<file path="config.mk">
export PLATFORM = sky130hd
export DESIGN_NAME = dcache_top
export DESIGN_NICKNAME = d
export VERILOG_FILES = /design/src/dcache_pkg.sv /design/src/mem_bus_pkg.sv /design/src/dcache_mem.sv /design/src/dcache_missunit.sv /design/src/dcache_rd_ctrl.sv /design/src/dcache_top.sv /design/src/dcache_wbuffer.sv
export VERILOG_INCLUDE_DIRS = /design/src /design/src/src
export SDC_FILE = /design/constraint.sdc
export NUM_CORES = 2
export LEC_CHECK = 0
export BUFFER_PORTS_ARGS = -buffer_cell sky130_fd_sc_hd__buf_2
export CAP_MARGIN = 0
export CORE_MARGIN = 2
export CORE_UTILIZATION = 35
export DETAILED_ROUTE_END_ITERATION = 6
export GPL_ROUTABILITY_DRIVEN = 0
export PLACE_DENSITY = 0.47
export RECOVER_POWER = 50
export SLEW_MARGIN = 20
export SYNTH_ARGS = -nofsm -noshare
export SYNTH_HDL_FRONTEND = slang
export SYNTH_HIERARCHICAL = 1
export SYNTH_SLANG_ARGS = --single-unit
</file>
<file path="constraint.sdc">
create_clock -name clk_i -period 6.6 [get_ports clk_i]
set_clock_uncertainty 0.15 [all_clocks]
set_input_delay 0.66 -clock clk_i [delete_from_list [all_inputs] [get_ports clk_i]]
set_output_delay 0.66 -clock clk_i [all_outputs]
set_load 0.05 [all_outputs]
</file>
<file path="src/dcache_cfg.svh">
// Sizing macros for the L1 data cache.
// Include in every package and module that needs a width or a size.

`ifndef DCACHE_CFG_SVH
`define DCACHE_CFG_SVH

// byte address and data word
`define DC_ADDR_W 16
`define DC_WORD_W 32

// cache geometry
`define DC_LINE_WORDS 4
`define DC_SETS 16

// load ports, the store port comes on top
`define DC_NUM_RD 2

// store FIFO entries
`define DC_WBUF_DEPTH 4

`endif

</file>
<file path="src/dcache_pkg.sv">
// Core-side request and response types of the data cache, plus the
// fields that an address splits into.

`include "dcache_cfg.svh"

package dcache_pkg;

  typedef logic [`DC_ADDR_W-1:0] dc_addr_t;
  typedef logic [`DC_WORD_W-1:0] dc_word_t;
  typedef logic [$clog2(`DC_SETS)-1:0] dc_idx_t;
  typedef logic [$clog2(`DC_LINE_WORDS)-1:0] dc_off_t;
  // what is left above index, offset and byte bits
  typedef logic [`DC_ADDR_W-$clog2(`DC_SETS)-$clog2(`DC_LINE_WORDS)-3:0] dc_tag_t;

  typedef struct packed {
    logic     req;
    logic     we;
    dc_addr_t addr;
    dc_word_t wdata;
  } dc_req_t;

  typedef struct packed {
    logic     gnt;
    logic     rvalid;
    dc_word_t rdata;
  } dc_rsp_t;

  // lookup into the arrays
  typedef struct packed {
    logic    req;
    dc_idx_t idx;
    dc_off_t off;
    dc_tag_t tag;
  } dc_rd_port_t;

  typedef struct packed {
    logic     req;
    logic     we;
    logic     nc;
    dc_addr_t addr;
    dc_word_t wdata;
  } miss_req_t;

endpackage

</file>
<file path="src/mem_bus_pkg.sv">
// Types of the memory bus behind the cache.
// Requests carry one word, returns carry a whole line.

`include "dcache_cfg.svh"

package mem_bus_pkg;

  typedef logic [`DC_LINE_WORDS*`DC_WORD_W-1:0] dc_line_t;

  typedef struct packed {
    logic                  we;
    logic [`DC_ADDR_W-1:0] addr;
    logic [`DC_WORD_W-1:0] wdata;
  } mem_req_t;

  // a write return is only an acknowledgement
  typedef struct packed {
    logic     we;
    dc_line_t data;
  } mem_rtrn_t;

endpackage
</file>
<file path="src/dcache_mem.sv">
// Tag, valid and data arrays of the cache with lookup arbitration.
// Lookups answer one cycle after their grant.

`include "dcache_cfg.svh"

module dcache_mem
  import dcache_pkg::*;
  import mem_bus_pkg::*;
(
  input  logic        clk_i,
  input  logic        rst_n_i,
  input  dc_rd_port_t rd_port_i [`DC_NUM_RD+1],
  output logic [2:0]  rd_gnt_o,
  output logic        rd_hit_o,
  output dc_word_t    rd_data_o,
  input  logic        cl_we_i,
  input  dc_idx_t     cl_idx_i,
  input  dc_tag_t     cl_tag_i,
  input  dc_line_t    cl_line_i,
  input  logic        wr_req_i,
  input  dc_addr_t    wr_addr_i,
  input  dc_word_t    wr_data_i,
  output logic        wr_ack_o,
  input  logic        inval_all_i
);

  logic [`DC_SETS-1:0] valid_q;
  dc_tag_t             tag_q  [`DC_SETS];
  dc_line_t            data_q [`DC_SETS];

  dc_rd_port_t sel;
  dc_idx_t     wr_idx;
  dc_off_t     wr_off;
  dc_tag_t     wr_tag;
  logic        wr_go;

  // fixed priority with port 0 first
  assign rd_gnt_o[0] = rd_port_i[0].req;
  assign rd_gnt_o[1] = rd_port_i[1].req & ~rd_port_i[0].req;
  assign rd_gnt_o[2] = rd_port_i[2].req & ~rd_port_i[1].req & ~rd_port_i[0].req;

  always_comb begin
    sel = rd_port_i[2];
    if (rd_gnt_o[0]) sel = rd_port_i[0];
    else if (rd_gnt_o[1]) sel = rd_port_i[1];
  end

  assign wr_off = wr_addr_i[2 +: $bits(dc_off_t)];
  assign wr_idx = wr_addr_i[2+$bits(dc_off_t) +: $bits(dc_idx_t)];
  assign wr_tag = wr_addr_i[`DC_ADDR_W-1 -: $bits(dc_tag_t)];
  // refills take the array and word writes wait
  assign wr_go  = wr_req_i & ~cl_we_i & ~wr_ack_o;

  always_ff @(posedge clk_i or negedge rst_n_i) begin
    if (!rst_n_i) begin
      valid_q  <= '0;
      rd_hit_o <= 1'b0;
      wr_ack_o <= 1'b0;
    end else begin
      rd_hit_o <= |rd_gnt_o & valid_q[sel.idx] & (tag_q[sel.idx] == sel.tag);
      wr_ack_o <= wr_go;
      if (inval_all_i) valid_q <= '0;
      else if (cl_we_i) valid_q[cl_idx_i] <= 1'b1;
    end
  end

  ////////////////////////////////////////////////
  // arrays and read data
  ////////////////////////////////////////////////

  always_ff @(posedge clk_i) begin
    rd_data_o <= data_q[sel.idx][sel.off*`DC_WORD_W +: `DC_WORD_W];
    if (cl_we_i) begin
      tag_q[cl_idx_i]  <= cl_tag_i;
      data_q[cl_idx_i] <= cl_line_i;
    end else if (wr_go && valid_q[wr_idx] && tag_q[wr_idx] == wr_tag) begin
      // store hit patches the one word
      data_q[wr_idx][wr_off*`DC_WORD_W +: `DC_WORD_W] <= wr_data_i;
    end
  end

  // a word write keeps its address and data until acked
  a_wr_hold: assert property (@(posedge clk_i) disable iff (!rst_n_i)
    wr_req_i && !wr_ack_o |=> wr_req_i && $stable(wr_addr_i) && $stable(wr_data_i));

endmodule

</file>
<file path="src/dcache_missunit.sv">
// Miss handling unit: owns the memory bus, one transaction at a time.
// Refills lines, routes returns and serves flush.

`include "dcache_cfg.svh"

module dcache_missunit
  import dcache_pkg::*;
  import mem_bus_pkg::*;
(
  input  logic       clk_i,
  input  logic       rst_n_i,
  input  logic       enable_i,
  input  logic       flush_i,
  output logic       flush_ack_o,
  output logic       miss_o,
  output logic       cache_en_o,
  input  logic       wbuf_empty_i,
  input  miss_req_t  miss_i [`DC_NUM_RD+1],
  output logic [2:0] miss_ack_o,
  output logic [2:0] miss_done_o,
  output dc_line_t   miss_line_o,
  output logic       cl_we_o,
  output dc_idx_t    cl_idx_o,
  output dc_tag_t    cl_tag_o,
  output dc_line_t   cl_line_o,
  output logic       inval_all_o,
  output logic       mem_data_req_o,
  output mem_req_t   mem_req_o,
  input  logic       mem_data_ack_i,
  input  logic       mem_rtrn_vld_i,
  input  mem_rtrn_t  mem_rtrn_i
);

  typedef enum logic [1:0] {IDLE, REQ, WAIT} state_e;

  state_e     state_q;
  miss_req_t  req_q;
  logic [1:0] owner_q, rr_q, pick;
  logic [2:0] elig;
  logic       found;

  // loads wait for the store FIFO so that they see every older store
  always_comb begin
    for (int i = 0; i < `DC_NUM_RD; i++) elig[i] = miss_i[i].req & wbuf_empty_i;
    elig[2] = miss_i[2].req;
  end

  // round robin starting after the last owner
  always_comb begin
    logic [1:0] p;
    pick  = '0;
    found = 1'b0;
    for (int i = 1; i <= 3; i++) begin
      p = 2'((int'(rr_q) + i) % 3);
      if (!found && elig[p]) begin
        pick  = p;
        found = 1'b1;
      end
    end
  end

  assign flush_ack_o = (state_q == IDLE) & flush_i & wbuf_empty_i;
  assign inval_all_o = flush_ack_o;

  always_comb begin
    miss_ack_o = '0;
    if (state_q == IDLE && !flush_ack_o && found) miss_ack_o[pick] = 1'b1;
  end
  assign miss_o = |miss_ack_o[`DC_NUM_RD-1:0];

  assign mem_data_req_o  = state_q == REQ;
  assign mem_req_o.we    = req_q.we;
  // reads fetch the whole line
  assign mem_req_o.addr  = req_q.we ? req_q.addr : {req_q.addr[`DC_ADDR_W-1:4], 4'b0};
  assign mem_req_o.wdata = req_q.wdata;

  ////////////////////////////////////////////////
  // returns
  ////////////////////////////////////////////////

  always_comb begin
    miss_done_o = '0;
    if (state_q == WAIT && mem_rtrn_vld_i) miss_done_o[owner_q] = 1'b1;
  end
  assign miss_line_o = mem_rtrn_i.data;
  assign cl_line_o   = mem_rtrn_i.data;
  assign cl_idx_o    = req_q.addr[2+$bits(dc_off_t) +: $bits(dc_idx_t)];
  assign cl_tag_o    = req_q.addr[`DC_ADDR_W-1 -: $bits(dc_tag_t)];
  // a store that arrived during the read may be newer than the line
  assign cl_we_o = (state_q == WAIT) & mem_rtrn_vld_i & ~mem_rtrn_i.we & ~req_q.nc
                   & wbuf_empty_i;

  always_ff @(posedge clk_i or negedge rst_n_i) begin
    if (!rst_n_i) begin
      state_q    <= IDLE;
      owner_q    <= '0;
      rr_q       <= 2'd2;
      cache_en_o <= 1'b0;
    end else begin
      cache_en_o <= enable_i;
      case (state_q)
        IDLE: if (|miss_ack_o) begin
          owner_q <= pick;
          rr_q    <= pick;
          state_q <= REQ;
        end
        REQ:  if (mem_data_ack_i) state_q <= WAIT;
        WAIT: if (mem_rtrn_vld_i) state_q <= IDLE;
        default: state_q <= IDLE;
      endcase
    end
  end

  always_ff @(posedge clk_i) begin
    if (|miss_ack_o) req_q <= miss_i[pick];
  end

  a_req_stable: assert property (@(posedge clk_i) disable iff (!rst_n_i)
    mem_data_req_o && !mem_data_ack_i |=> mem_data_req_o && $stable(mem_req_o));

endmodule

</file>
<file path="src/dcache_rd_ctrl.sv">
// Controller of one load port: lookup, miss request and response.
// One instance per load port under the cache top level.

`include "dcache_cfg.svh"

module dcache_rd_ctrl
  import dcache_pkg::*;
  import mem_bus_pkg::*;
(
  input  logic        clk_i,
  input  logic        rst_n_i,
  input  logic        cache_en_i,
  input  dc_req_t     req_i,
  output dc_rsp_t     rsp_o,
  output dc_rd_port_t rd_port_o,
  input  logic        rd_gnt_i,
  input  logic        rd_hit_i,
  input  dc_word_t    rd_data_i,
  output miss_req_t   miss_o,
  input  logic        miss_ack_i,
  input  logic        miss_done_i,
  input  dc_line_t    miss_line_i
);

  typedef enum logic [1:0] {IDLE, LOOKUP, MISS_WAIT, RESPOND} state_e;

  state_e   state_q;
  dc_addr_t addr_q;
  logic     nc_q;
  logic     acked_q;
  dc_word_t word_q;
  dc_off_t  off_q;

  assign off_q = addr_q[2 +: $bits(dc_off_t)];

  assign rd_port_o.req = (state_q == IDLE) & req_i.req & cache_en_i;
  assign rd_port_o.off = req_i.addr[2 +: $bits(dc_off_t)];
  assign rd_port_o.idx = req_i.addr[2+$bits(dc_off_t) +: $bits(dc_idx_t)];
  assign rd_port_o.tag = req_i.addr[`DC_ADDR_W-1 -: $bits(dc_tag_t)];

  // uncached loads skip the lookup and go straight to memory
  assign rsp_o.gnt    = (state_q == IDLE) & req_i.req & (rd_gnt_i | ~cache_en_i);
  assign rsp_o.rvalid = (state_q == LOOKUP & rd_hit_i) | (state_q == RESPOND);
  assign rsp_o.rdata  = (state_q == RESPOND) ? word_q : rd_data_i;

  assign miss_o.req   = (state_q == MISS_WAIT) & ~acked_q;
  assign miss_o.we    = 1'b0;
  assign miss_o.nc    = nc_q;
  assign miss_o.addr  = addr_q;
  assign miss_o.wdata = '0;

  always_ff @(posedge clk_i or negedge rst_n_i) begin
    if (!rst_n_i) begin
      state_q <= IDLE;
      acked_q <= 1'b0;
      nc_q    <= 1'b0;
    end else begin
      case (state_q)
        IDLE: if (rsp_o.gnt) begin
          nc_q    <= ~cache_en_i;
          acked_q <= 1'b0;
          state_q <= cache_en_i ? LOOKUP : MISS_WAIT;
        end
        LOOKUP: state_q <= rd_hit_i ? IDLE : MISS_WAIT;
        MISS_WAIT: begin
          if (miss_ack_i) acked_q <= 1'b1;
          if (miss_done_i) state_q <= RESPOND;
        end
        default: state_q <= IDLE;
      endcase
    end
  end

  always_ff @(posedge clk_i) begin
    if (rsp_o.gnt) addr_q <= req_i.addr;
    if (miss_done_i) word_q <= miss_line_i[off_q*`DC_WORD_W +: `DC_WORD_W];
  end

  a_rvalid_gap: assert property (@(posedge clk_i) disable iff (!rst_n_i)
    rsp_o.rvalid |=> !rsp_o.rvalid);

endmodule

</file>
<file path="src/dcache_top.sv">
// Top level of the write-through L1 data cache.
// Ports 0 and 1 take loads, port 2 takes stores.

`include "dcache_cfg.svh"

module dcache_top
  import dcache_pkg::*;
  import mem_bus_pkg::*;
(
  input  logic      clk_i,
  input  logic      rst_n_i,
  input  logic      enable_i,
  input  logic      flush_i,
  output logic      flush_ack_o,
  output logic      miss_o,
  output logic      wbuffer_empty_o,
  input  dc_req_t   req_ports_i [`DC_NUM_RD+1],
  output dc_rsp_t   req_ports_o [`DC_NUM_RD+1],
  input  logic      mem_rtrn_vld_i,
  input  mem_rtrn_t mem_rtrn_i,
  output logic      mem_data_req_o,
  output mem_req_t  mem_req_o,
  input  logic      mem_data_ack_i
);

  logic        cache_en, rd_hit, cl_we, wr_req, wr_ack, inval_all;
  logic [2:0]  rd_gnt, miss_ack, miss_done;
  dc_rd_port_t rd_port [`DC_NUM_RD+1];
  miss_req_t   miss_req [`DC_NUM_RD+1];
  dc_word_t    rd_data, wr_data;
  dc_addr_t    wr_addr;
  dc_idx_t     cl_idx;
  dc_tag_t     cl_tag;
  dc_line_t    cl_line, miss_line;

  dcache_missunit u_missunit (
    .clk_i, .rst_n_i, .enable_i, .flush_i, .flush_ack_o, .miss_o,
    .cache_en_o (cache_en), .wbuf_empty_i (wbuffer_empty_o),
    .miss_i (miss_req), .miss_ack_o (miss_ack), .miss_done_o (miss_done),
    .miss_line_o (miss_line), .cl_we_o (cl_we), .cl_idx_o (cl_idx), .cl_tag_o (cl_tag),
    .cl_line_o (cl_line), .inval_all_o (inval_all), .mem_data_req_o, .mem_req_o,
    .mem_data_ack_i, .mem_rtrn_vld_i, .mem_rtrn_i
  );

  // load ports
  for (genvar k = 0; k < `DC_NUM_RD; k++) begin : gen_rd
    dcache_rd_ctrl u_rd_ctrl (
      .clk_i, .rst_n_i, .cache_en_i (cache_en),
      .req_i (req_ports_i[k]), .rsp_o (req_ports_o[k]),
      .rd_port_o (rd_port[k]), .rd_gnt_i (rd_gnt[k]), .rd_hit_i (rd_hit),
      .rd_data_i (rd_data), .miss_o (miss_req[k]), .miss_ack_i (miss_ack[k]),
      .miss_done_i (miss_done[k]), .miss_line_i (miss_line)
    );
  end

  dcache_wbuffer u_wbuffer (
    .clk_i, .rst_n_i, .req_i (req_ports_i[2]), .rsp_o (req_ports_o[2]),
    .rd_port_o (rd_port[2]), .rd_gnt_i (rd_gnt[2]), .rd_hit_i (rd_hit),
    .wr_req_o (wr_req), .wr_addr_o (wr_addr), .wr_data_o (wr_data), .wr_ack_i (wr_ack),
    .miss_o (miss_req[2]), .miss_ack_i (miss_ack[2]), .miss_done_i (miss_done[2]),
    .empty_o (wbuffer_empty_o)
  );

  dcache_mem u_mem (
    .clk_i, .rst_n_i, .rd_port_i (rd_port), .rd_gnt_o (rd_gnt), .rd_hit_o (rd_hit),
    .rd_data_o (rd_data), .cl_we_i (cl_we), .cl_idx_i (cl_idx), .cl_tag_i (cl_tag),
    .cl_line_i (cl_line), .wr_req_i (wr_req), .wr_addr_i (wr_addr), .wr_data_i (wr_data),
    .wr_ack_o (wr_ack), .inval_all_i (inval_all)
  );

endmodule

</file>
<file path="src/dcache_wbuffer.sv">
// Store FIFO whose entries patch the cache on a hit and then drain to memory.
// An entry leaves the FIFO once its memory write is acknowledged.

`include "dcache_cfg.svh"

module dcache_wbuffer
  import dcache_pkg::*;
(
  input  logic        clk_i,
  input  logic        rst_n_i,
  input  dc_req_t     req_i,
  output dc_rsp_t     rsp_o,
  output dc_rd_port_t rd_port_o,
  input  logic        rd_gnt_i,
  input  logic        rd_hit_i,
  output logic        wr_req_o,
  output dc_addr_t    wr_addr_o,
  output dc_word_t    wr_data_o,
  input  logic        wr_ack_i,
  output miss_req_t   miss_o,
  input  logic        miss_ack_i,
  input  logic        miss_done_i,
  output logic        empty_o
);

  localparam int PtrW = $clog2(`DC_WBUF_DEPTH);

  typedef enum logic [1:0] {LOOK, CHECK, WRITE, DRAIN} head_e;

  head_e           head_q;
  dc_addr_t        addr_q [`DC_WBUF_DEPTH];
  dc_word_t        data_q [`DC_WBUF_DEPTH];
  logic [PtrW-1:0] wr_ptr_q, rd_ptr_q;
  logic [PtrW:0]   cnt_q;
  logic            full, push, pop, acked_q;

  assign full    = cnt_q == (PtrW+1)'(`DC_WBUF_DEPTH);
  assign empty_o = cnt_q == '0;
  assign push    = req_i.req & ~full;
  assign pop     = (head_q == DRAIN) & miss_done_i;

  assign rsp_o.gnt    = push;
  assign rsp_o.rvalid = 1'b0;
  assign rsp_o.rdata  = '0;

  assign rd_port_o.req = (head_q == LOOK) & ~empty_o;
  assign rd_port_o.off = addr_q[rd_ptr_q][2 +: $bits(dc_off_t)];
  assign rd_port_o.idx = addr_q[rd_ptr_q][2+$bits(dc_off_t) +: $bits(dc_idx_t)];
  assign rd_port_o.tag = addr_q[rd_ptr_q][`DC_ADDR_W-1 -: $bits(dc_tag_t)];

  assign wr_req_o  = head_q == WRITE;
  assign wr_addr_o = addr_q[rd_ptr_q];
  assign wr_data_o = data_q[rd_ptr_q];

  assign miss_o.req   = (head_q == DRAIN) & ~acked_q;
  assign miss_o.we    = 1'b1;
  assign miss_o.nc    = 1'b0;
  assign miss_o.addr  = addr_q[rd_ptr_q];
  assign miss_o.wdata = data_q[rd_ptr_q];

  always_ff @(posedge clk_i or negedge rst_n_i) begin
    if (!rst_n_i) begin
      head_q   <= LOOK;
      wr_ptr_q <= '0;
      rd_ptr_q <= '0;
      cnt_q    <= '0;
      acked_q  <= 1'b0;
    end else begin
      if (push) wr_ptr_q <= wr_ptr_q + 1'b1;
      if (pop) rd_ptr_q <= rd_ptr_q + 1'b1;
      cnt_q <= cnt_q + push - pop;
      case (head_q)
        LOOK:  if (rd_gnt_i) head_q <= CHECK;
        CHECK: head_q <= rd_hit_i ? WRITE : DRAIN;
        WRITE: if (wr_ack_i) head_q <= DRAIN;
        default: begin
          if (miss_ack_i) acked_q <= 1'b1;
          if (miss_done_i) begin
            acked_q <= 1'b0;
            head_q  <= LOOK;
          end
        end
      endcase
    end
  end

  always_ff @(posedge clk_i) begin
    if (push) begin
      addr_q[wr_ptr_q] <= req_i.addr;
      data_q[wr_ptr_q] <= req_i.wdata;
    end
  end

  // occupancy stays within the depth and agrees with the pointers
  a_no_overflow: assert property (@(posedge clk_i) disable iff (!rst_n_i)
    cnt_q <= (PtrW+1)'(`DC_WBUF_DEPTH) &&
    PtrW'(wr_ptr_q - rd_ptr_q) == cnt_q[PtrW-1:0]);

endmodule

</file>
==> results by group <==
Outcome
  – Outcome: finished, violations left
  – Failing checks: max-capacitance violations, max-slew violations

Place
  – # placed instances: 10300
  – Port Buffer Count: 339
  – DP HPWL: around 220000 µm
  – DP Worst Slack: 0.934 ns

Setup path
  – CP Launch Type: register
  – Crit Reg-Reg Endpoint: u_mem/data_q[1][11]$_DFFE_PP_
  – R2r startpoint: u_wbuffer/rd_ptr_q[0]$_DFFE_PN0P_
  – Crit path required time: 6.97 ns
  – Worst setup EP type: register
  – Worst Setup EP: u_mem/data_q[1][11]$_DFFE_PP_
  – R2R Setup Slk: 0.55 ns
  – Setup Crit Path Kind: register to register
  – Worst-case reg-to-reg path depth: 14
  – CP arrival: about 6.4 ns
  – Crit Path Max Fanout: 53
  – Worst Setup SP: u_wbuffer/rd_ptr_q[0]$_DFFE_PN0P_

Clock tree
  – Clock Path Buffers: 4
  – Clk_lat worst skew: 0.85 ns
  – CTS clock-pin slew for the worst setup and hold paths: 0.06 ns
  – Setup Fix Bufs, Post-CTS: 0
  – Cts repair resizes: 0
  – CTS H-Tree Depth: 5
  – CTS buffer count: 288
  – TritonCTS clock tree: built
  – Clock root buffer: clkbuf_16
  – Sink count of the clock tree: 2588
  – Hold_buf cts: 86

Floorplan
  – Die H: ~560 µm
  – DIE WIDTH: 565 µm
  – Rows: 205
  – Core ar.: 312000 µm²
  – Initial Util: about a third
  – Die area: 319000 µm²
  – Boundary Pins: 440

Timing
  – Rel. slew slack: -195%
  – Worst Tran Pin Value: roughly 4.4 ns
  – Fmax: 0.165 GHz
  – Final worst slack: 0.548 ns
  – Final Critical Period: 6.05 ns
  – Final hold vios: 0
  – Max-slew violation count: 523
  – Setup tns final: 0 ns
  – Hold WS: 0.0751 ns
  – RSZ-0062 raised after global routing: false
  – Final setup fails: 0
  – Final worst path period share: between 90% and 100%

Route
  – Vias per inst: 5.44
  – Number of DRC markers in iteration 0: 6226
  – Via count: 59500
  – Wirelength per Cell: 32.4 µm
  – DR DRC count: 0
  – Routed WL: around 350000 µm
  – Detailed Routing Iterations Pass 1: 6
  – Antenna-violating nets left: 0

Synth
  – Mean Syn Cell Area: 17.8 µm²
  – Ys Warns: 6
  – Cell area after synthesis: 110000 µm²
  – Post-Synthesis Cells: just over 6000

Pwr
  – Final total power: 55.9 mW
  – Worst vdd ir: 0.388 mV
  – Pwr Density: 445 nW/µm²
  – Pleak: 41.0 nW

Layout
  – Fillers: 28500
  – Final #Nets: 6864
  – Non-filler instance count after layout: 10900
  – Synthesis-to-layout area growth: 14.3%
  – Register area: 77200 µm²
  – Most common cell after layout, fill and taps aside: edfxtp_1
  – Share of cells above drive strength 1: 25.7%
  – Multi-input combinational cell area: ~28000 µm²
  – Commonest non-fill, non-tap cells in the layout: edfxtp_1 (2514), nand2_1 (725), mux4_2 (646)

Global route
  – Total GRT Usage: between 20% and 30%
  – Largest net degree at the start of global routing: between 100 and 150
  – Global-route wire length before repair: 486000 µm
  – Vias in the first global route: between 60000 and 70000
  – Grt ovf: 0
  – Initial antenna violation count: 54

Worst hold path
  – Hold WC Path Type: input port to register

Flow run
  – Max Cap Viol: 14
==> power breakdown <==
group | switching, mW | leakage, nW | total, mW | internal, mW
clock | 6.48 | 4.31 | 15.3 | 8.87
sequential | 0.294 | 23.4 | 19.0 | 18.7
combinational | 13.6 | 13.3 | 21.5 | 7.89
total | 20.4 | 41.0 | 55.9 | 35.5
==> routing by layer <==
metal  wire length, µm  up-vias  track usage, %  share of wire, %
met2            172000     2066            36.4                49
met5               120        -               0             0.034
li1                  -    24600               -                 -
met3             21100      514            3.30               5.9
met1            148000    32300            29.6                42
met4             13100       20            7.49               3.7
==> per-stage QoR <==
step	area [µm²]	util, %
finish	126000	40.3
CTS	126000	40.5
floorplan	110000	-
global route	126000	40.3
global placement	117000	37.4
detailed placement	117000	37.4
==> worst max-delay path: stages, from the launching register on <==
cell       delay (ns)
dfrtp_1          0.48
mux4_2           1.23
buf_4            0.38
mux2i_1          0.22
a22oi_1          0.12
and3_1           0.21
o2111ai_1        0.33
nor4_2           0.13
clkbuf_1         0.16
o21ai_4          0.73
buf_12           0.27
buf_12           0.25
nand2_1          0.09
o21ai_0          0.07
clkbuf_1         0.72
==> area by class of cell <==
type                            count  area share [%]
Antenna cell                       24          0.0478
Clock buffer                      371            6.23
Clock inverter                    133           0.780
Timing Repair Buffer              864            5.28
Multi-Input combinational cell   2795            22.1
Tap cell                         4140            4.12
Sequential cell                  2588            61.4
Inverter                           22          0.0657
==> registers in the layout (all words and copies together) (netlist names), 3 cells and up <==
register                  cells
u_mem/data_q               2048
u_missunit/req_q              5
gen_rd.u_rd_ctrl/word_q      64
u_missunit/cl_idx_o           4
u_mem/rd_data_o              32
u_missunit/mem_req_o         33
gen_rd.u_rd_ctrl/state_q      4
u_wbuffer/addr_q             64
gen_rd.u_rd_ctrl/addr_q      32
u_wbuffer/data_q            128
u_wbuffer/cnt_q               3
u_mem/valid_q                16
u_missunit/cl_tag_o           8
u_mem/tag_q                 128
==> worst min path at each step <==
stage / slack, ns / end / cells past startpoint / from
3_3_place_gp: 0.35 / u_mem/valid_q[15]$_DFFE_PN0P_ / 2 / u_mem/valid_q[15]$_DFFE_PN0P_
6_report: 0.08 / gen_rd[1].u_rd_ctrl/word_q[14]$_DFFE_PP_ / 2 / mem_rtrn_i[14]
5_1_grt: 0.05 / gen_rd[0].u_rd_ctrl/word_q[15]$_DFFE_PP_ / 2 / mem_rtrn_i[15]
3_5_place_dp: 0.35 / u_mem/valid_q[10]$_DFFE_PN0P_ / 2 / u_mem/valid_q[10]$_DFFE_PN0P_
4_1_cts: 0.003 / gen_rd[1].u_rd_ctrl/word_q[26]$_DFFE_PP_ / 2 / mem_rtrn_i[26]
2_1_floorplan: 0.21 / gen_rd[0].u_rd_ctrl/acked_q$_DFFE_PN0P_ / 0 / rst_n_i
(Power assumes the default switching activity.)
